## config.mk

```make
export PLATFORM = sky130hd
export DESIGN_NAME = pool_engine
export DESIGN_NICKNAME = d
export VERILOG_FILES = /design/src/pool_pkg.sv /design/src/pool_sequencer.sv /design/src/burst_deserializer.sv /design/src/pool_lane.sv /design/src/result_serializer.sv /design/src/pool_engine.sv
export SDC_FILE = /design/constraint.sdc
export NUM_CORES = 1
export LEC_CHECK = 0
export ABC_AREA = 1
export BUFFER_PORTS_ARGS = -buffer_cell sky130_fd_sc_hd__buf_2
export CORE_MARGIN = 2
export CORE_UTILIZATION = 45
export DETAILED_ROUTE_END_ITERATION = 10
export GPL_TIMING_DRIVEN = 0
export MAX_ROUTING_LAYER = met4
export PLACE_DENSITY = 0.72
export SETUP_SLACK_MARGIN = 0.15
export SLEW_MARGIN = 20
export SYNTH_ARGS = -nofsm -noshare
export SYNTH_HDL_FRONTEND = slang
export SYNTH_SLANG_ARGS = --single-unit
export TNS_END_PERCENT = 20
```

## constraint.sdc

```tcl
create_clock -name clk -period 8.8 [get_ports clk]
set_clock_uncertainty 0.05 [all_clocks]
set_input_delay 0.88 -clock clk [delete_from_list [all_inputs] [get_ports clk]]
set_output_delay 0.88 -clock clk [all_outputs]
set_load 0.005 [all_outputs]
```

## src/pool_pkg.sv

```systemverilog
package pool_pkg;

	// Bus and datapath widths
	localparam int DATA_W    = 16;
	localparam int ADDR_W    = 16;
	localparam int MAX_SHIFT = 3;   // Largest window exponent, 8 bursts

	// Feature word as read from and written to memory
	typedef logic signed [DATA_W-1:0] data_t;

	// Window sum, wide enough for 2^MAX_SHIFT words
	typedef logic signed [DATA_W+MAX_SHIFT-1:0] sum_t;

	typedef logic [ADDR_W-1:0] addr_t;  // Word address
	typedef logic [1:0] shift_t;        // Window is 2^shift bursts
	typedef logic [7:0] count_t;        // Groups per job

	// Reduction applied by every lane
	typedef enum logic {
		OP_MAX,
		OP_AVG
	} pool_op_t;

	// Job sequencer states
	typedef enum logic [2:0] {
		ST_IDLE,
		ST_READ,    // Fetch one window of bursts
		ST_REDUCE,  // Burst register and lane update
		ST_WRITE,   // Store LANES results
		ST_DONE
	} seq_state_t;

endpackage

```

## src/pool_sequencer.sv

```systemverilog
`timescale 1ns/1ps

module pool_sequencer #(
	parameter int LANES = 4
) (
	input  logic                clk,
	input  logic                rst,
	input  logic                i_start,
	input  pool_pkg::pool_op_t  i_op,
	input  pool_pkg::shift_t    i_shift,
	input  pool_pkg::count_t    i_groups,
	input  pool_pkg::addr_t     i_src_addr,
	input  pool_pkg::addr_t     i_dst_addr,
	input  logic                i_wb_ack,
	input  logic                i_last_word,
	output logic                o_wb_cyc,
	output logic                o_wb_stb,
	output logic                o_wb_we,
	output pool_pkg::addr_t     o_wb_adr,
	output logic                o_rd_ack,
	output logic                o_wr_ack,
	output logic                o_first,
	output logic                o_capture,
	output logic                o_busy,
	output logic                o_done,
	output pool_pkg::pool_op_t  o_op,
	output pool_pkg::shift_t    o_shift
);
	import pool_pkg::*;

	// Word counter covers the largest window
	localparam int WCNT_W = $clog2(LANES) + MAX_SHIFT;

	seq_state_t        state;
	logic              stb_q;      // Drives both cyc and stb
	logic              we_q;
	logic              ack_q;      // Ack of our own strobe
	logic              red_cnt;    // Cycle within ST_REDUCE
	logic              first_q;
	addr_t             rd_addr;
	addr_t             wr_addr;
	logic [WCNT_W-1:0] wcnt;       // Word within the window
	logic [WCNT_W-1:0] win_last;
	count_t            gcnt;
	count_t            groups_q;

	assign win_last = WCNT_W'((LANES << o_shift) - 1); // LANES * 2^shift words

	assign ack_q    = stb_q & i_wb_ack;
	assign o_rd_ack = ack_q & (state == ST_READ);
	assign o_wr_ack = ack_q & (state == ST_WRITE);

	assign o_wb_cyc = stb_q;   // Single transfers, cyc follows stb
	assign o_wb_stb = stb_q;
	assign o_wb_we  = we_q;
	assign o_wb_adr = we_q ? wr_addr : rd_addr; // Counters move only on ack

	assign o_first   = first_q;
	assign o_capture = (state == ST_REDUCE) & red_cnt; // Lanes settled
	assign o_busy    = (state != ST_IDLE) && (state != ST_DONE);
	assign o_done    = (state == ST_DONE);

	always_ff @(posedge clk or posedge rst) begin
		if (rst) begin
			state    <= ST_IDLE;
			stb_q    <= 1'b0;
			we_q     <= 1'b0;
			red_cnt  <= 1'b0;
			first_q  <= 1'b0;
			rd_addr  <= '0;
			wr_addr  <= '0;
			wcnt     <= '0;
			gcnt     <= '0;
			groups_q <= '0;
			o_op     <= OP_MAX;
			o_shift  <= '0;
		end else begin
			// Strobe drops on ack and stays low at least one cycle
			if (ack_q) begin
				stb_q <= 1'b0;
				we_q  <= 1'b0;
			end else if (!stb_q && (state == ST_READ || state == ST_WRITE)) begin
				stb_q <= 1'b1;
				we_q  <= (state == ST_WRITE);
			end

			case (state)
				ST_IDLE: begin
					if (i_start) begin
						// Latch the job
						o_op     <= i_op;
						o_shift  <= i_shift;
						groups_q <= i_groups;
						rd_addr  <= i_src_addr;
						wr_addr  <= i_dst_addr;
						wcnt     <= '0;
						gcnt     <= '0;
						first_q  <= 1'b1;
						state    <= (i_groups == '0) ? ST_DONE : ST_READ; // Empty job
					end
				end
				ST_READ: begin
					if (o_rd_ack) begin
						rd_addr <= rd_addr + 1'b1; // Source is contiguous
						wcnt    <= wcnt + 1'b1;
						// First word of the second burst ends the load phase
						if (wcnt == WCNT_W'(LANES))
							first_q <= 1'b0;
						if (wcnt == win_last) begin
							wcnt    <= '0;
							red_cnt <= 1'b0;
							state   <= ST_REDUCE;
						end
					end
				end
				ST_REDUCE: begin
					red_cnt <= 1'b1;
					if (red_cnt)
						state <= ST_WRITE;
				end
				ST_WRITE: begin
					if (o_wr_ack) begin
						wr_addr <= wr_addr + 1'b1;
						if (i_last_word) begin
							gcnt    <= gcnt + 1'b1;
							first_q <= 1'b1; // Next window starts fresh
							state   <= (gcnt == groups_q - 1'b1) ? ST_DONE : ST_READ;
						end
					end
				end
				ST_DONE: state <= ST_IDLE; // One cycle done pulse
				default: state <= ST_IDLE;
			endcase
		end
	end

endmodule

```

## src/burst_deserializer.sv

```systemverilog
`timescale 1ns/1ps

module burst_deserializer #(
	parameter int LANES = 4
) (
	input  logic                          clk,
	input  logic                          rst,
	input  logic                          i_rd_ack,
	input  pool_pkg::data_t               i_rd_data,
	output logic                          o_burst_valid,
	output pool_pkg::data_t [LANES-1:0]   o_burst
);

	localparam int CNT_W = (LANES > 1) ? $clog2(LANES) : 1;

	logic [CNT_W-1:0] cnt; // Words of the current burst

	// Shift toward lane 0, first word of a burst ends in lane 0
	always_ff @(posedge clk) begin
		if (i_rd_ack) begin
			for (int l = 0; l < LANES - 1; l++)
				o_burst[l] <= o_burst[l+1];
			o_burst[LANES-1] <= i_rd_data;
		end
	end

	always_ff @(posedge clk or posedge rst) begin
		if (rst) begin
			cnt           <= '0;
			o_burst_valid <= 1'b0;
		end else begin
			o_burst_valid <= i_rd_ack && (cnt == CNT_W'(LANES - 1)); // Full burst next cycle
			if (i_rd_ack)
				cnt <= (cnt == CNT_W'(LANES - 1)) ? '0 : cnt + 1'b1;
		end
	end

endmodule

```

## src/pool_lane.sv

```systemverilog
`timescale 1ns/1ps

module pool_lane (
	input  logic               clk,
	input  logic               rst,
	input  logic               i_load,
	input  logic               i_first,
	input  pool_pkg::pool_op_t i_op,
	input  pool_pkg::shift_t   i_shift,
	input  pool_pkg::data_t    i_data,
	output pool_pkg::data_t    o_result
);
	import pool_pkg::*;

	sum_t acc;       // Running max or running sum
	sum_t data_ext;
	sum_t avg;

	assign data_ext = sum_t'(i_data); // Sign extend into accumulator width

	// Arithmetic shift gives the floor, also for negative sums
	assign avg = acc >>> i_shift;

	always_ff @(posedge clk or posedge rst) begin
		if (rst) begin
			acc <= '0;
		end else if (i_load) begin
			if (i_first) begin
				acc <= data_ext;          // First burst of the window
			end else if (i_op == OP_MAX) begin
				if (data_ext > acc)
					acc <= data_ext;      // Signed compare
			end else begin
				acc <= acc + data_ext;    // Cannot overflow within 8 bursts
			end
		end
	end

	// Max fits in 16 bits, average is back in range after the shift
	assign o_result = (i_op == OP_MAX) ? data_t'(acc) : data_t'(avg);

endmodule

```

## src/result_serializer.sv

```systemverilog
`timescale 1ns/1ps

module result_serializer #(
	parameter int LANES = 4
) (
	input  logic                          clk,
	input  logic                          rst,
	input  logic                          i_capture,
	input  logic                          i_wr_ack,
	input  pool_pkg::data_t [LANES-1:0]   i_results,
	output pool_pkg::data_t               o_wr_data,
	output logic                          o_last_word
);
	import pool_pkg::*;

	localparam int IDX_W = (LANES > 1) ? $clog2(LANES) : 1;

	data_t [LANES-1:0] hold;   // Snapshot of all lane results
	logic [IDX_W-1:0]  idx;    // Word being written

	always_ff @(posedge clk) begin
		if (i_capture)
			hold <= i_results;
	end

	always_ff @(posedge clk or posedge rst) begin
		if (rst) begin
			idx <= '0;
		end else if (i_capture) begin
			idx <= '0;
		end else if (i_wr_ack) begin
			// Wrap after the last lane
			idx <= o_last_word ? '0 : idx + 1'b1;
		end
	end

	assign o_wr_data   = hold[idx];
	assign o_last_word = (idx == IDX_W'(LANES - 1));

endmodule

```

## src/pool_engine.sv

```systemverilog
`timescale 1ns/1ps

module pool_engine #(
	parameter int LANES = 4
) (
	input  logic               clk,
	input  logic               rst,
	// Job control
	input  logic               i_start,
	input  pool_pkg::pool_op_t i_op,
	input  pool_pkg::shift_t   i_shift,
	input  pool_pkg::count_t   i_groups,
	input  pool_pkg::addr_t    i_src_addr,
	input  pool_pkg::addr_t    i_dst_addr,
	output logic               o_busy,
	output logic               o_done,
	// Wishbone classic master
	output logic               o_wb_cyc,
	output logic               o_wb_stb,
	output logic               o_wb_we,
	output pool_pkg::addr_t    o_wb_adr,
	output pool_pkg::data_t    o_wb_dat,
	input  pool_pkg::data_t    i_wb_dat,
	input  logic               i_wb_ack
);
	import pool_pkg::*;

	logic              rd_ack;
	logic              wr_ack;
	logic              first;
	logic              capture;
	logic              last_word;
	pool_op_t          op;
	shift_t            shift;
	logic              burst_valid;
	data_t [LANES-1:0] burst;
	data_t [LANES-1:0] results;

	pool_sequencer #(
		.LANES (LANES)
	) u_seq (
		.clk         (clk),
		.rst         (rst),
		.i_start     (i_start),
		.i_op        (i_op),
		.i_shift     (i_shift),
		.i_groups    (i_groups),
		.i_src_addr  (i_src_addr),
		.i_dst_addr  (i_dst_addr),
		.i_wb_ack    (i_wb_ack),
		.i_last_word (last_word),
		.o_wb_cyc    (o_wb_cyc),
		.o_wb_stb    (o_wb_stb),
		.o_wb_we     (o_wb_we),
		.o_wb_adr    (o_wb_adr),
		.o_rd_ack    (rd_ack),
		.o_wr_ack    (wr_ack),
		.o_first     (first),
		.o_capture   (capture),
		.o_busy      (o_busy),
		.o_done      (o_done),
		.o_op        (op),
		.o_shift     (shift)
	);

	// Read words straight from the bus
	burst_deserializer #(
		.LANES (LANES)
	) u_deser (
		.clk           (clk),
		.rst           (rst),
		.i_rd_ack      (rd_ack),
		.i_rd_data     (i_wb_dat),
		.o_burst_valid (burst_valid),
		.o_burst       (burst)
	);

	for (genvar l = 0; l < LANES; l++) begin : g_lane
		pool_lane u_lane (
			.clk      (clk),
			.rst      (rst),
			.i_load   (burst_valid),
			.i_first  (first),
			.i_op     (op),
			.i_shift  (shift),
			.i_data   (burst[l]),
			.o_result (results[l])
		);
	end

	result_serializer #(
		.LANES (LANES)
	) u_ser (
		.clk         (clk),
		.rst         (rst),
		.i_capture   (capture),
		.i_wr_ack    (wr_ack),
		.i_results   (results),
		.o_wr_data   (o_wb_dat),  // Held stable until write ack
		.o_last_word (last_word)
	);

endmodule

```

# --- After elaboration in Yosys (flattened, before gate mapping) ---
# Cells that the tools add are included.
word_totals:
  register_bits: 272
  in_bits: 63
  wordCells: 158
classes:
  add_sub_neg: 12
  n_lt_le_gt_ge: 5
  eq_ne: 17
  shifts: 5
  mux: 59
  bitwise: 4
  n_reduce_logical: 29
ops:
  columns: ["operator", "count"]
  rows:
  - ["2-to-1 mux 19 bit", 12]
  - ["2-to-1 mux 16 bit", 10]
  - ["adder 19 x 16 -> 19 bit", 4]
  - ["> comparator 16 x 19 -> 1 bit", 4]
  - [">>> shifter 19 x 2 -> 16 bit", 4]
  - ["one-hot mux 16 bit (2 select lines)", 2]
  - ["adder 16 x 1 -> 16 bit, second input constant", 2]
  - ["binary-select mux 16 bit (select 2 bit)", 1]
  - ["2-to-1 mux 3 bit", 8]
  - ["2-to-1 mux 8 bit", 3]
  - ["nonzero test 3 bit", 6]
  - ["one-hot mux 8 bit (2 select lines)", 1]
  - ["2-to-1 mux 5 bit", 3]
  - ["one-hot mux 3 bit (4 select lines)", 1]
  - ["AND reduction 6 bit", 2]
  - ["2-to-1 mux 1 bit", 11]
  - ["one-hot mux 5 bit (2 select lines)", 1]
  - ["AND reduction 2 bit", 5]
  - ["nonzero test 2 bit", 5]
  - ["AND reduction 3 bit", 3]
  - ["adder 8 x 1 -> 8 bit, second input constant", 1]
  - ["equality test 8 bit", 1]
  - ["zero test 8 bit", 1]
  - ["2-to-1 mux 2 bit", 4]
  - ["other kinds (23)", 36]

# --- Logic depth before layout (Yosys ltp) ---
depth:
  depth_word: 6
  depth_mapped: 19
  depth_no_buf: 17

# --- By module ---
# A second synthesis with hierarchy kept.
hier_totals:
  hier_cells: 3171
  area_unflattened_um2: 21607.0
modules_own_cells:
  columns: ["module", "instances", "cells_per_inst", "area_each_um2", "seq_area_each_um2"]
  rows:
  - ["pool_lane at g_lane[1].u_lane ...", 3, 560, 3140.5, 475.5]
  - ["pool_sequencer", 1, 591, 4137.7, 1576.5]
  - ["pool_lane at g_lane[0].u_lane", 1, 556, 3163.0, 475.5]
  - ["result_serializer", 1, 265, 2834.0, 1971.9]
  - ["burst_deserializer", 1, 79, 2050.7, 1996.9]

# --- Worst setup path before layout ---
# No wires, ideal clock.
synth_timing:
  path_kind: "register to register"
  startpoint: "reg u_seq.state[2]"
  endpoint: "reg u_ser.idx[0]"
  setup_ns: 0.137
  t_arrival_ns: 4.044
  required_time_ns: 8.613
  slack_ns: 4.569
  stages_incl_launch_ff: 7
  path_buffers: 0
  path_cell_list: "dfrtp_1 > nor3_1 > inv_1 > nor2_1 > inv_1 > nand2_1 > o21ai_0"
synth_between:
  elab_chain_len: 3
synth_lines:
  columns: ["item", "line", "text"]
  rows:
  - ["start, declared", "pool_sequencer.sv:34", "seq_state_t state;"]
  - ["start signal, assigned", "pool_sequencer.sv:99", "state <= (i_groups == '0) ? ST_DONE : ST_READ;"]
  - ["start signal, assigned", "pool_sequencer.sv:127", "state <= (gcnt == groups_q - 1'b1) ? ST_DONE : ST_READ;"]
  - ["equality test 3 x 2 -> 1 bit *", "pool_sequencer.sv:59", "assign o_capture = (state == ST_REDUCE) & red_cnt;"]
  - ["bitwise AND 1 bit *", "pool_sequencer.sv:59", null]
  - ["via capture", "pool_engine.sv:31", "logic capture;"]
  - ["2-to-1 mux 2 bit / nonzero test 2 bit (equally long branches)", null, null]
  - ["end signal, assigned", "result_serializer.sv:33", "idx <= o_last_word ? '0 : idx + 1'b1;"]
  - ["end, declared", "result_serializer.sv:19", "logic [IDX_W-1:0] idx;"]
# The timed path passes the listed nets; every way through them passes the cells marked *.
# A chain may end at the register's enable or synchronous reset.

# --- Worst setup path after layout ---
layout_timing:
  startpoint: "reg u_ser.idx[1]"
  endpoint: "out o_wb_dat[9]"
layout_between:
  elab_chain_len: 2
layout_lines:
  columns: ["item", "line", "text"]
  rows:
  - ["binary-select mux 16 bit (select 2 bit)", "result_serializer.sv:37", "assign o_wr_data = hold[idx];"]
  - ["2-to-1 mux 16 bit (implied by the code)", "result_serializer.sv:37", null]
  - ["end, declared", "pool_engine.sv:22", "output pool_pkg::data_t o_wb_dat,"]
# No other way between the ends. The select of a mux whose other input is x is not followed.

==> flow_summary_export.csv <==
group,metric,value,unit
pwr,static_leak,0.01156,uW
logic_synthesis,synth_enable_flop_cells,128,
cts,h_tree_level_count,1,
sta,total_neg_setup_slack,0,ns
logic_synthesis,syn_area_per_cell,6.930,um^2
drt,detail_route.iter0.violations,2636,
cts,clkSlewWorstSetupHoldPaths,0.06,ns
global_route,grt_pass1_vias,18958,
logic_synthesis,netlist_instances,2987,
critical_path,slowest_delay,0.47,ns
sta,fmaxAchievable,298.9,MHz
global_route,grt_pass1_wl,110300,um
logic_synthesis,synth.ff_latch_count,272,
placed_design,dpl_cell_area,0.02214,mm^2
critical_path,worstPathCellList,"inv_1, clkbuf_1, o21ai_0, o22ai_1, buf_2",
sta,hold_viol_final,0,
sta,setup_violations,0,
logic_synthesis,synth_flop_cell,"sky130_fd_sc_hd__dfrtp_1",
sta,worst-slew-pin-transition,1.172,ns
floorplanning,num_io_pins,100,
hold_path,hold_path.class,"input pin to asynchronous set/reset pin",
critical_path,startpoint_class_of_the_critical_path,"register",
critical_path,crit_type,"register to output port",
run,count_of_maximum_capacitance_violations,0,
floorplanning,core_area,0.04538,mm^2
global_route,grt_start_max_net_pins,87,
cts,clockRootBuffer,"sky130_fd_sc_hd__clkbuf_16",
pwr,total_power_per_unit_cell_area,342.5,mW/mm^2
pwr,vdd_drop_max,0.0001932,V
logic_synthesis,synth_nets,3210,
sta,rsz0062_at_grt,"false",
cts,worst_skew_pair.late_latency,0.61,ns
logic_synthesis,netlist-cell-type-count,51,
drt,ant_nets,0,
logic_synthesis,yosys_warnings,0,
logic_synthesis,combinational_family_with_the_most_area_after_synthesis,"simple AND/OR/NAND/NOR gates",
cts,cts.repair.resized,0,
cells_and_area,area_growth,11.90,%
global_route,antenna_found_initial,1,
critical_path,arrival,2.42,ns
global_route,remaining_global_route_overflow,0,
sta,finalCriticalPeriod,3.346,ns
drt,drt-wirelength-per-cell,19.29,um
logic_synthesis,mappedNetlistArea,0.02070,mm^2
logic_synthesis,synth_adder_area_share,0.09816,
cts,clock_buffers_created_by_tritoncts,31,
cells_and_area,nNetsFinal,3350,
cts,cts_tree,"built",
placed_design,port_buffers,99,
cells_and_area,finish.instance_area,0.02316,mm^2
cells_and_area,most_frequent_cells_in_the_layout,"sky130_fd_sc_hd__nand2_1 (993), sky130_fd_sc_hd__inv_1 (346), sky130_fd_sc_hd__o21ai_0 (281), sky130_fd_sc_hd__nand3_1 (245), sky130_fd_sc_hd__nor2_1 (240)",
status,run_status,"finished clean",
cells_and_area,final_cell_count_no_fill,3752,
cts,clock_tree.buffer_depth,3,
logic_synthesis,post_synth_and_or_nand_nor_area_fraction,0.3069,
critical_path,cp_data_required_time,7.87,ns
floorplanning,die_width,218.5,um
cells_and_area,final_core_util,0.5104,
sta,relSlewSlack,0.2185,
drt,wirelength,72370,um
global_route,grt_usage,0.3111,
critical_path,critical_path.max_fanout,10,
critical_path,r2r-start,"u_seq.o_first$_DFFE_PP0P_",
cts,cts_hold_buffers,0,
critical_path,worstRegToRegCells,8,
floorplanning,die-area,0.04773,mm^2
logic_synthesis,synth_xor_xnor_area_share,0.01777,
drt,detailedRoute.firstPassIterationCount,6,
placed_design,dpl.cell_count,3694,
critical_path,crit_path_top_delay_cell,"sky130_fd_sc_hd__dfrtp_1",
logic_synthesis,synth.area.mux_share,0,
logic_synthesis,synth-compound-area-share,0.1307,
sta,timing.final.crit_share,0.3802,
floorplanning,initial_core_util,0.4562,
sta,whs,0.2606,ns
floorplanning,row_count,78,
placed_design,post-dp-hpwl,55570,um
cts,post_cts_setup_repair_buffer_count,0,
logic_synthesis,synth-seq-area-share,0.3597,
drt,drt_drc,0,
sta,slew_violations,0,
drt,via_count,20731,
drt,vias_per_cell,5.525,
cts,clock_sink_count,272,
cells_and_area,leading_cell_type_in_the_layout_fill_and_taps_excluded,"sky130_fd_sc_hd__nand2_1",
floorplanning,fp.dieH,218.5,um
critical_path,crit_path_end_kind,"output port",
cells_and_area,final_layout_size_suffix_gt1_frac,0.06504,
critical_path,r2r_slack,5.93,ns
placed_design,place.gp.congestion,1.050,
cells_and_area,insertedDiodeCount,0,
logic_synthesis,ys_async_sr_fraction,0.5294,
critical_path,worst_r2r_endpoint,"g_lane[1].u_lane.acc[5]$_DFFE_PP0P_",
==> synthesized netlist by cell type (5+ instances only) <==
| master | count | area, um^2 |
|---|---|---|
| sky130_fd_sc_hd__nand3_1 | 245 | 1226 |
| sky130_fd_sc_hd__nor4_1 | 6 | 37.54 |
| sky130_fd_sc_hd__o211ai_1 | 9 | 67.56 |
| sky130_fd_sc_hd__o21ai_0 | 281 | 1406 |
| sky130_fd_sc_hd__nand4_1 | 33 | 206.5 |
| sky130_fd_sc_hd__nor2_1 | 241 | 904.6 |
| sky130_fd_sc_hd__o22ai_1 | 31 | 193.9 |
| sky130_fd_sc_hd__a22oi_1 | 12 | 90.09 |
| sky130_fd_sc_hd__dfrtp_1 | 144 | 3603 |
| sky130_fd_sc_hd__inv_2 | 7 | 26.28 |
| sky130_fd_sc_hd__buf_4 | 8 | 60.06 |
| sky130_fd_sc_hd__clkbuf_1 | 62 | 232.7 |
| sky130_fd_sc_hd__nand2_1 | 993 | 3727 |
| sky130_fd_sc_hd__nand2_2 | 5 | 31.28 |
| sky130_fd_sc_hd__inv_1 | 347 | 1303 |
| sky130_fd_sc_hd__a21oi_1 | 124 | 620.6 |
| sky130_fd_sc_hd__nor3_1 | 10 | 50.05 |
| sky130_fd_sc_hd__buf_1 | 19 | 71.32 |
| sky130_fd_sc_hd__edfxtp_1 | 128 | 3844 |
| sky130_fd_sc_hd__o21bai_1 | 23 | 172.7 |
| sky130_fd_sc_hd__xor2_1 | 36 | 315.3 |
| sky130_fd_sc_hd__buf_2 | 11 | 55.05 |
| sky130_fd_sc_hd__xnor2_1 | 6 | 52.55 |
| sky130_fd_sc_hd__ha_1 | 156 | 1952 |
| sky130_fd_sc_hd__nor2_2 | 5 | 31.28 |
| sky130_fd_sc_hd__a21o_1 | 5 | 37.54 |
==> kinds of logic after synthesis <==
group	count (synthesis)
AOI/OAI and AO/OA	501
xor gates and xnor gates	42
adders and majority gates	160
buffers and inverters	460
DFF	272
and+or+nand+nor	1552
==> power breakdown <==
group          internal [uW]  total [uW]  leakage [uW]  switching, uW
combinational           1360        4400       0.00798           3050
clock                    754        1310      0.000498            554
sequential              1830        2220       0.00308            394
total                   3940        7940        0.0116           3990
==> final cells by class <==
class,instances,area (um^2)
clock inverters,9,87.58
fillers,4566,22220
clock buffers,49,933.4
flip-flops and latches,272,7447
inverters,357,1349
multi-input cells,2255,11470
well taps,600,750.7
plain buffers,103,452.9
repair buffers,107,671.9
==> critical path: cells and delay by family (launching register included) <==
family,cells,cell delay (ns)
flops,1,0.47
buf+inv,3,0.76
compound gates,2,0.58
==> worst max-delay path by stage <==
stage | from | to | slack (ns) | cells past startpoint
4_1_cts | u_ser.idx[0]$_DFFE_PP0P_ | o_wb_dat[8] | 5.53 | 5
6_report | u_ser.idx[1]$_DFFE_PP0P_ | o_wb_dat[9] | 5.45 | 5
3_3_place_gp | rst | g_lane[2].u_lane.acc[8]$_DFFE_PP0P_ | 1.74 | 2
5_1_grt | u_ser.idx[1]$_DFFE_PP0P_ | o_wb_dat[10] | 5.42 | 5
2_1_floorplan | rst | g_lane[0].u_lane.acc[0]$_DFFE_PP0P_ | 4.00 | 1
3_5_place_dp | u_deser.o_burst[47]$_DFFE_PP_ | g_lane[2].u_lane.acc[2]$_DFFE_PP0P_ | 6.02 | 13
==> through the flow <==
stage / worst slack [ns] / total power, uW
CTS: 5.526 / 7823
floorplan: 4.004 / 4974
global placement: 1.741 / 6426
detailed placement: 6.023 / 6503
global route: 5.423 / 8500
finish: 5.454 / 7935
==> layer usage <==
layer  wire length (um)  track usage
met1              29830       0.4135
met4               3476       0.1256
met2              32360       0.4844
met5                  0            -
met3               6698      0.03577
==> state kept, by name (all words and copies together), names as in the netlist <==
signal and flops:
u_seq.wcnt 5, u_deser.cnt 2, u_seq.rd_addr 16, u_seq.o_op 1, u_deser.o_burst_valid 1, u_seq.gcnt 8, g_lane.u_lane.acc 76, u_seq.o_wb_cyc 1
u_seq.o_wb_we 1, u_seq.red_cnt 1, u_seq.wr_addr 16, u_seq.groups_q 8, u_seq.o_shift 2, u_ser.hold 64, u_seq.state 3, u_deser.o_burst 64
u_ser.idx 2, u_seq.o_first 1
Power figures use the tool's default switching activity.
